**src/calu_defines.svh**
```systemverilog
`ifndef CALU_DEFINES_SVH
`define CALU_DEFINES_SVH

////////////////////////////////////////////////////////////////////////////
// datapath widths
////////////////////////////////////////////////////////////////////////////
`define CALU_DATA_W   16 // one operand part, re or im
`define CALU_PROD_W   32 // one product / result part
`define CALU_SHIFT_W  4  // result shift field

// start to done inside the datapath
// two core stages plus the combine stage
`define CALU_LATENCY  3

////////////////////////////////////////////////////////////////////////////
// config register map
////////////////////////////////////////////////////////////////////////////
`define CALU_ADDR_OP     1'd0 // operation select
`define CALU_ADDR_SHIFT  1'd1 // output shift amount

`endif

```
**src/calu_pkg.sv**
```systemverilog
`default_nettype none
`include "calu_defines.svh"

package calu_pkg;

	// one complex operand, re in the upper half
	typedef struct packed {
		logic signed [`CALU_DATA_W-1:0] re; // real part
		logic signed [`CALU_DATA_W-1:0] im; // imaginary part
	} cplx_t;

	// one complex result, 64 bits total
	typedef struct packed {
		logic signed [`CALU_PROD_W-1:0] re; // real part
		logic signed [`CALU_PROD_W-1:0] im; // imaginary part
	} cres_t;

	typedef enum logic [1:0] {
		OP_CMUL      = 2'd0, // a * b
		OP_CMUL_CONJ = 2'd1, // a * conj(b)
		OP_CADD      = 2'd2, // a + b
		OP_MAG2      = 2'd3  // |a|^2
	} calu_op_e;

	// live configuration, sampled per transaction
	typedef struct packed {
		calu_op_e                  op;    // operation
		logic [`CALU_SHIFT_W-1:0]  shift; // arithmetic right shift
	} calu_cfg_t;

endpackage

`default_nettype wire

```
**src/alu.sv**
```systemverilog
`timescale 1ns/1ps
`default_nettype none
`include "calu_defines.svh"

// reduced multiply-add slice
// p = c +/- (a*b or sext(a)), two register stages
module alu (
	input  logic                           clk,
	input  logic                           reset_i,
	input  logic signed [`CALU_DATA_W-1:0] a_i,
	input  logic signed [`CALU_DATA_W-1:0] b_i,
	input  logic signed [`CALU_PROD_W-1:0] c_i,
	input  logic                           usemult_i, // 0: pass a through
	input  logic                           sub_i,     // 1: c minus term
	input  logic                           valid_i,
	output logic signed [`CALU_PROD_W-1:0] p_o,
	output logic                           valid_o
);

	logic signed [`CALU_DATA_W-1:0] a_q;
	logic signed [`CALU_DATA_W-1:0] b_q;
	logic signed [`CALU_PROD_W-1:0] c_q;
	logic                           usemult_q;
	logic                           sub_q;
	logic                           valid_q;   // stage 1 valid

	logic signed [`CALU_PROD_W-1:0] mult_w;    // full signed product
	logic signed [`CALU_PROD_W-1:0] term_w;    // product or sext(a)
	logic signed [`CALU_PROD_W-1:0] p_w;

	// input register stage
	always_ff @(posedge clk) begin
		a_q       <= a_i;
		b_q       <= b_i;
		c_q       <= c_i;
		usemult_q <= usemult_i;
		sub_q     <= sub_i;
	end

	assign mult_w = `CALU_PROD_W'(a_q) * `CALU_PROD_W'(b_q); // 16x16 fits in 32
	assign term_w = usemult_q ? mult_w : `CALU_PROD_W'(a_q);  // add mode, sign extended
	assign p_w    = sub_q ? (c_q - term_w) : (c_q + term_w);   // wraps mod 2^32

	// result register stage
	always_ff @(posedge clk) begin
		p_o <= p_w;
	end

	// valid travels with the data
	always_ff @(posedge clk) begin
		if (reset_i) begin
			valid_q <= 1'b0;
			valid_o <= 1'b0;
		end else begin
			valid_q <= valid_i;
			valid_o <= valid_q;
		end
	end

endmodule

`default_nettype wire

```
**src/complex_alu.sv**
```systemverilog
`timescale 1ns/1ps
`default_nettype none
`include "calu_defines.svh"

module complex_alu (
	input  logic              clk,
	input  logic              reset_i,
	input  logic              start_i,
	input  calu_pkg::cplx_t   a_i,
	input  calu_pkg::cplx_t   b_i,
	input  calu_pkg::calu_cfg_t cfg_i,   // latched with the operands
	output logic              done_o,
	output calu_pkg::cres_t   result_o
);

	logic signed [`CALU_DATA_W-1:0] core_a [4];
	logic signed [`CALU_DATA_W-1:0] core_b [4];
	logic signed [`CALU_PROD_W-1:0] core_c [4];
	logic                           core_mult [4];
	logic signed [`CALU_PROD_W-1:0] core_p [4];
	logic [3:0]                     core_valid;

	calu_pkg::calu_cfg_t            cfg_pipe [`CALU_LATENCY-1]; // cfg per stage
	logic signed [`CALU_PROD_W-1:0] re_w;
	logic signed [`CALU_PROD_W-1:0] im_w;

	////////////////////////////////////////////////////////////////////////////
	// operand routing to the four cores
	////////////////////////////////////////////////////////////////////////////
	always_comb begin
		for (int i = 0; i < 4; i++) begin
			core_a[i]    = '0;
			core_b[i]    = '0;
			core_c[i]    = '0;
			core_mult[i] = 1'b1;
		end
		case (cfg_i.op)
			calu_pkg::OP_CMUL, calu_pkg::OP_CMUL_CONJ: begin
				core_a[0] = a_i.re; // ar*br
				core_b[0] = b_i.re;
				core_a[1] = a_i.im; // ai*bi
				core_b[1] = b_i.im;
				core_a[2] = a_i.re; // ar*bi
				core_b[2] = b_i.im;
				core_a[3] = a_i.im; // ai*br
				core_b[3] = b_i.re;
			end
			calu_pkg::OP_CADD: begin
				core_a[0]    = a_i.re;                   // ar + br
				core_c[0]    = `CALU_PROD_W'(b_i.re);
				core_mult[0] = 1'b0;
				core_a[2]    = a_i.im;                   // ai + bi
				core_c[2]    = `CALU_PROD_W'(b_i.im);
				core_mult[2] = 1'b0;
			end
			default: begin // OP_MAG2
				core_a[0] = a_i.re; // ar^2
				core_b[0] = a_i.re;
				core_a[1] = a_i.im; // ai^2
				core_b[1] = a_i.im;
			end
		endcase
	end

	alu core_1 (
		.clk       (clk),
		.reset_i   (reset_i),
		.a_i       (core_a[0]),
		.b_i       (core_b[0]),
		.c_i       (core_c[0]),
		.usemult_i (core_mult[0]),
		.sub_i     (1'b0), // signs are applied at the combine
		.valid_i   (start_i),
		.p_o       (core_p[0]),
		.valid_o   (core_valid[0])
	);

	alu core_2 (
		.clk       (clk),
		.reset_i   (reset_i),
		.a_i       (core_a[1]),
		.b_i       (core_b[1]),
		.c_i       (core_c[1]),
		.usemult_i (core_mult[1]),
		.sub_i     (1'b0),
		.valid_i   (start_i),
		.p_o       (core_p[1]),
		.valid_o   (core_valid[1])
	);

	alu core_3 (
		.clk       (clk),
		.reset_i   (reset_i),
		.a_i       (core_a[2]),
		.b_i       (core_b[2]),
		.c_i       (core_c[2]),
		.usemult_i (core_mult[2]),
		.sub_i     (1'b0),
		.valid_i   (start_i),
		.p_o       (core_p[2]),
		.valid_o   (core_valid[2])
	);

	alu core_4 (
		.clk       (clk),
		.reset_i   (reset_i),
		.a_i       (core_a[3]),
		.b_i       (core_b[3]),
		.c_i       (core_c[3]),
		.usemult_i (core_mult[3]),
		.sub_i     (1'b0),
		.valid_i   (start_i),
		.p_o       (core_p[3]),
		.valid_o   (core_valid[3])
	);

	// op and shift follow their item through the core stages
	always_ff @(posedge clk) begin
		cfg_pipe[0] <= cfg_i;
		for (int i = 1; i < `CALU_LATENCY-1; i++) begin
			cfg_pipe[i] <= cfg_pipe[i-1];
		end
	end

	////////////////////////////////////////////////////////////////////////////
	// combine and shift
	////////////////////////////////////////////////////////////////////////////
	always_comb begin
		case (cfg_pipe[`CALU_LATENCY-2].op)
			calu_pkg::OP_CMUL: begin
				re_w = core_p[0] - core_p[1]; // ar*br - ai*bi
				im_w = core_p[2] + core_p[3]; // ar*bi + ai*br
			end
			calu_pkg::OP_CMUL_CONJ: begin
				re_w = core_p[0] + core_p[1];
				im_w = core_p[3] - core_p[2]; // ai*br - ar*bi
			end
			calu_pkg::OP_CADD: begin
				re_w = core_p[0];
				im_w = core_p[2];
			end
			default: begin // |a|^2 is real
				re_w = core_p[0] + core_p[1];
				im_w = '0;
			end
		endcase
	end

	always_ff @(posedge clk) begin
		result_o.re <= re_w >>> cfg_pipe[`CALU_LATENCY-2].shift; // arithmetic
		result_o.im <= im_w >>> cfg_pipe[`CALU_LATENCY-2].shift;
	end

	always_ff @(posedge clk) begin
		if (reset_i) begin
			done_o <= 1'b0;
		end else begin
			done_o <= &core_valid; // cores run in lockstep
		end
	end

endmodule

`default_nettype wire

```
**src/calu_cfg_regs.sv**
```systemverilog
`timescale 1ns/1ps
`default_nettype none
`include "calu_defines.svh"

module calu_cfg_regs (
	input  logic                     clk,
	input  logic                     reset_i,
	input  logic                     cfg_we_i,
	input  logic                     cfg_addr_i,
	input  logic [`CALU_DATA_W-1:0]  cfg_wdata_i,
	output logic [`CALU_DATA_W-1:0]  cfg_rdata_o,
	output calu_pkg::calu_cfg_t      cfg_o
);

	calu_pkg::calu_cfg_t cfg_q;

	// write port, low field bits only
	always_ff @(posedge clk) begin
		if (reset_i) begin
			cfg_q.op    <= calu_pkg::OP_CMUL;
			cfg_q.shift <= '0;
		end else if (cfg_we_i) begin
			if (cfg_addr_i == `CALU_ADDR_OP) begin
				cfg_q.op <= calu_pkg::calu_op_e'(cfg_wdata_i[1:0]);
			end else begin
				cfg_q.shift <= cfg_wdata_i[`CALU_SHIFT_W-1:0];
			end
		end
	end

	// readback, upper bits zero
	always_comb begin
		if (cfg_addr_i == `CALU_ADDR_SHIFT) begin
			cfg_rdata_o = `CALU_DATA_W'(cfg_q.shift);
		end else begin
			cfg_rdata_o = `CALU_DATA_W'(cfg_q.op);
		end
	end

	assign cfg_o = cfg_q; // live copy, sampled at start

endmodule

`default_nettype wire

```
**src/calu_req_ack.sv**
```systemverilog
`timescale 1ns/1ps
`default_nettype none

module calu_req_ack (
	input  logic                clk,
	input  logic                reset_i,
	input  logic                req_i,
	input  calu_pkg::cplx_t     a_i,
	input  calu_pkg::cplx_t     b_i,
	input  calu_pkg::calu_cfg_t cfg_i,
	input  logic                done_i,
	input  calu_pkg::cres_t     result_i,
	output logic                ack_o,
	output logic                start_o,
	output calu_pkg::cplx_t     op_a_o,
	output calu_pkg::cplx_t     op_b_o,
	output calu_pkg::calu_cfg_t op_cfg_o,
	output calu_pkg::cres_t     result_o
);

	typedef enum logic [1:0] {
		S_IDLE,  // waiting for req
		S_BUSY,  // item in the datapath
		S_ACKED  // result held until req drops
	} state_e;

	state_e state_q;
	logic   launch_q; // capture done, start next cycle

	always_ff @(posedge clk) begin
		if (reset_i) begin
			state_q  <= S_IDLE;
			launch_q <= 1'b0;
			start_o  <= 1'b0;
			ack_o    <= 1'b0;
		end else begin
			launch_q <= 1'b0;
			start_o  <= launch_q; // one cycle pulse
			case (state_q)
				S_IDLE: begin
					if (req_i) begin
						state_q  <= S_BUSY;
						launch_q <= 1'b1;
					end
				end
				S_BUSY: begin
					if (done_i) begin
						state_q <= S_ACKED;
						ack_o   <= 1'b1;
					end
				end
				S_ACKED: begin
					if (!req_i) begin // four-phase return to zero
						state_q <= S_IDLE;
						ack_o   <= 1'b0;
					end
				end
				default: state_q <= S_IDLE;
			endcase
		end
	end

	// operand / config capture and result hold
	always_ff @(posedge clk) begin
		if (state_q == S_IDLE && req_i) begin
			op_a_o   <= a_i;
			op_b_o   <= b_i;
			op_cfg_o <= cfg_i; // later cfg writes wait for next item
		end
		if (state_q == S_BUSY && done_i) begin
			result_o <= result_i;
		end
	end

endmodule

`default_nettype wire

```
**src/complex_alu_top.sv**
```systemverilog
`timescale 1ns/1ps
`default_nettype none
`include "calu_defines.svh"

module complex_alu_top (
	input  logic                    clk,
	input  logic                    reset_i,
	input  logic                    req_i,
	input  calu_pkg::cplx_t         a_i,
	input  calu_pkg::cplx_t         b_i,
	input  logic                    cfg_we_i,
	input  logic                    cfg_addr_i,
	input  logic [`CALU_DATA_W-1:0] cfg_wdata_i,
	output logic                    ack_o,
	output calu_pkg::cres_t         result_o,
	output logic [`CALU_DATA_W-1:0] cfg_rdata_o
);

	calu_pkg::calu_cfg_t cfg;      // live register value
	calu_pkg::calu_cfg_t op_cfg;   // per-transaction copy
	calu_pkg::cplx_t     op_a;
	calu_pkg::cplx_t     op_b;
	calu_pkg::cres_t     alu_result;
	logic                start;
	logic                done;

	calu_cfg_regs i_cfg_regs (
		.clk         (clk),
		.reset_i     (reset_i),
		.cfg_we_i    (cfg_we_i),
		.cfg_addr_i  (cfg_addr_i),
		.cfg_wdata_i (cfg_wdata_i),
		.cfg_rdata_o (cfg_rdata_o),
		.cfg_o       (cfg)
	);

	calu_req_ack i_req_ack (
		.clk      (clk),
		.reset_i  (reset_i),
		.req_i    (req_i),
		.a_i      (a_i),
		.b_i      (b_i),
		.cfg_i    (cfg),
		.done_i   (done),
		.result_i (alu_result),
		.ack_o    (ack_o),
		.start_o  (start),
		.op_a_o   (op_a),
		.op_b_o   (op_b),
		.op_cfg_o (op_cfg),
		.result_o (result_o)
	);

	complex_alu i_datapath (
		.clk      (clk),
		.reset_i  (reset_i),
		.start_i  (start),
		.a_i      (op_a),
		.b_i      (op_b),
		.cfg_i    (op_cfg),
		.done_o   (done),
		.result_o (alu_result)
	);

endmodule

`default_nettype wire

```
**config.mk**
```make
export PLATFORM = sky130hd
export DESIGN_NAME = complex_alu_top
export DESIGN_NICKNAME = d
export VERILOG_FILES = /design/src/calu_pkg.sv /design/src/alu.sv /design/src/complex_alu.sv /design/src/calu_cfg_regs.sv /design/src/calu_req_ack.sv /design/src/complex_alu_top.sv
export VERILOG_INCLUDE_DIRS = /design/src
export SDC_FILE = /design/constraint.sdc
export NUM_CORES = 2
export LEC_CHECK = 0
export BUFFER_PORTS_ARGS = -buffer_cell sky130_fd_sc_hd__buf_2
export CELL_PAD_IN_SITES_DETAIL_PLACEMENT = 1
export CELL_PAD_IN_SITES_GLOBAL_PLACEMENT = 1
export CORE_MARGIN = 2
export CORE_UTILIZATION = 51
export DETAILED_ROUTE_END_ITERATION = 8
export PLACE_DENSITY_LB_ADDON = 0.1
export REMOVE_ABC_BUFFERS = 1
export SLEW_MARGIN = 15
export SYNTH_ARGS = -nofsm -noshare
export SYNTH_HDL_FRONTEND = slang
export SYNTH_SLANG_ARGS = --single-unit
```
**constraint.sdc**
```tcl
create_clock -name clk -period 9 [get_ports clk]
set_input_delay 0.9 -clock clk [delete_from_list [all_inputs] [get_ports clk]]
set_output_delay 0.9 -clock clk [all_outputs]
set_load 0.05 [all_outputs]
```
==> flow_summary.ini <==
[placement]
port_buffers = 141
dp_hpwl_um = 158000
dp.cells = 8490
dp_slack_ps = 120
place_congestion = 0.913

[cells_and_area]
area_growth_pct = 6.88
drive_gt1_frac = 0.0659
nNetsFinal = 8498
layout_common_cells = inv_1, fa_1, nand2_1
layout_commonest_cell = inv_1
instances_no_fill = 8607

[grt]
overflow = 0
grt_max_degree = 66
antenna_found_initial = 11
grt_pass1_wl_um = 307000
grt_pass1_vias = 54000
grt_util_all_layers = 0.305

[synthesis]
synthCells = 6870
syn-cell-area_sq_um = 64400
ys_seq_elements = 513
seq_area_frac_synth = 0.180
avgSynthCellArea_sq_um = 9.37
synth-main-ff-cell = dfxtp_1
ys_warn_count = 0
synth-async-reset-ratio = 0
ys_types = 102
synth_edf_count = 134

[critical_path]
critical_path.startpoint_type = flop
ff2ff_path_depth = 32
worst-r2r-setup-slack_ps = 410
crit_path_frequent_cell = fa_1
setup.worst_path.class = flop to flop
r2r-end = i_datapath.core_3.p_o[31]
crit_path_end_kind = flop
cp.arrival_ps = 9180
critPathMaxStageDelay_ps = 740
crit_slowest_cell = dfxtp_1
reg2reg_from = i_datapath.core_3.a_q[4]
required_ps = 9600
cp_max_fo = 8

[detailed_routing]
wl_per_cell_um = 22.3
wl_um = 192000
vias = 48100
dr.first_iter.drc_count = 2732
drtAntennaViolNets = 0
dr.pass1.iters = 6
drc = 0
via_per_inst = 5.58

[timing]
worst_pin_slew_ps = 1160
fin_crit_ps = 8590
fmax_mhz = 116
finalWorstSetupSlack_ps = 412
fin_setup_tns_ps = 0
rsz0062_at_grt = false
period_share = 0.954
setup_viol = 0
hold_violations = 0
drv_slew = 0
slew_headroom = 0.226
skew_ps = 24.4

[floorplan]
die_w_um = 359
dieArea_sq_um = 129000
rows = 130
fp.dieH_um = 359
initial_core_util = 0.513
io_pins = 166
core-area_sq_um = 125000

[min_path]
hold_depth = 0
hold_class = flop to flop
hold_start = i_datapath.cfg_pipe[0][5]
hold_end = i_datapath.cfg_pipe[0][11]

[clocking]
clock_latency_ps = 660
clockBufferDepth = 3
htree_levels = 2
cts_hold_buf = 0
root_buffer = clkbuf_16
clkTransAtPathRegs_ps = 70
cts_tree = done
clkSinkCount = 513
cts_buffers = 59

[job]
drv_cap = 0

[run_status]
status = completed
Yosys cell counts (88+ instances only):
master    number  area share
o21ai_0      176       0.014
a21oi_1      262       0.020
nor2_1       248       0.014
nand2_1      726       0.042
a21o_1       185       0.022
inv_1       1235       0.072
ha_1         458       0.089
fa_1        1052        0.33
xnor2_1      211       0.029
dfxtp_1      379        0.12
mux2i_1       88       0.014
edfxtp_1     134       0.063
clkbuf_1     234       0.014
and2_1       514       0.050
registers in the layout, summed over array words and instances, names as in the netlist, 32 cells and up:
signal and cells:
i_datapath.core_4.p_o 32, i_req_ack.result_o 64, i_req_ack.op_b_o 32, i_datapath.core_2.p_o 32, i_datapath.result_o 64, i_datapath.core_1.p_o 32, i_req_ack.op_a_o 32, i_datapath.core_3.p_o 32
kinds of logic after synthesis:
family                   after synthesis  share of synthesized area
AND/OR/NAND/NOR                     1905                      0.147
AO/OA/AOI/OAI                        986                      0.101
flip-flops                           513                      0.180
other                                  1                  0.0000583
XOR/XNOR                             294                     0.0401
adder cells (fa/ha/maj)             1510                      0.416
multiplexers                         155                     0.0266
buffers and inverters               1506                     0.0887
area by class of cell:
type | instances | area (sq um)
Clock inverter | 41 | 384
Fill cell | 14200 | 56600
Tap cell | 1650 | 2060
Sequential cell | 513 | 11600
Antenna cell | 4 | 10.0
Timing Repair Buffer | 230 | 1370
Inverter | 1237 | 4640
Clock buffer | 70 | 1560
Multi-Input combinational cell | 4862 | 47100
through the flow:
step           hold slack, ps  instance area [sq um]   util
3_3_place_gp              311                  66800  0.533
4_1_cts                   326                  68700  0.548
5_1_grt                   334                  68800  0.548
3_5_place_dp              313                  66800  0.533
2_1_floorplan             310                  63300      -
6_report                  326                  68800  0.549
critical path, delay by kind of cell, from the launching register on:
| kind | cells | cell delay (ps) |
|---|---|---|
| adder cells (fa/ha/maj) | 8 | 3150 |
| AO/OA/AOI/OAI | 11 | 2510 |
| AND/OR/NAND/NOR | 4 | 840 |
| flip-flops | 1 | 740 |
| buffers and inverters | 5 | 510 |
| XOR/XNOR | 3 | 460 |
| multiplexers | 1 | 290 |
how the worst max path moves through the flow:
stage	start	to	slack, ps	depth (start not counted)
finish	i_datapath.core_3.a_q[4]	i_datapath.core_3.p_o[31]	410	32
global route	i_datapath.core_3.b_q[11]	i_datapath.core_3.p_o[31]	0.9	32
CTS	i_datapath.core_1.b_q[5]	i_datapath.core_1.p_o[31]	90	31
detailed placement	i_datapath.core_1.b_q[5]	i_datapath.core_1.p_o[31]	120	31
global placement	i_datapath.core_1.b_q[5]	i_datapath.core_1.p_o[31]	310	31
floorplan	i_datapath.core_1.a_q[11]	i_datapath.core_1.p_o[30]	1180	30
routing by layer:
metal	vias up	share of wire	GRT usage
li1	21700	-	-
met1	25000	0.41	0.387
met2	1046	0.50	0.525
met3	319	0.049	0.0403
met4	8	0.049	0.129
met5	-	0.00020	0
what timing repair did:
action | in CTS | in global routing
buffers inserted | 0 | 2
resized for setup | 0 | 17
endpoints found under the setup margin | 0 | 7
Power is left out: the tool's default activity adds up to more than one toggle a clock period on the data nets, which glitch-free logic cannot reach.
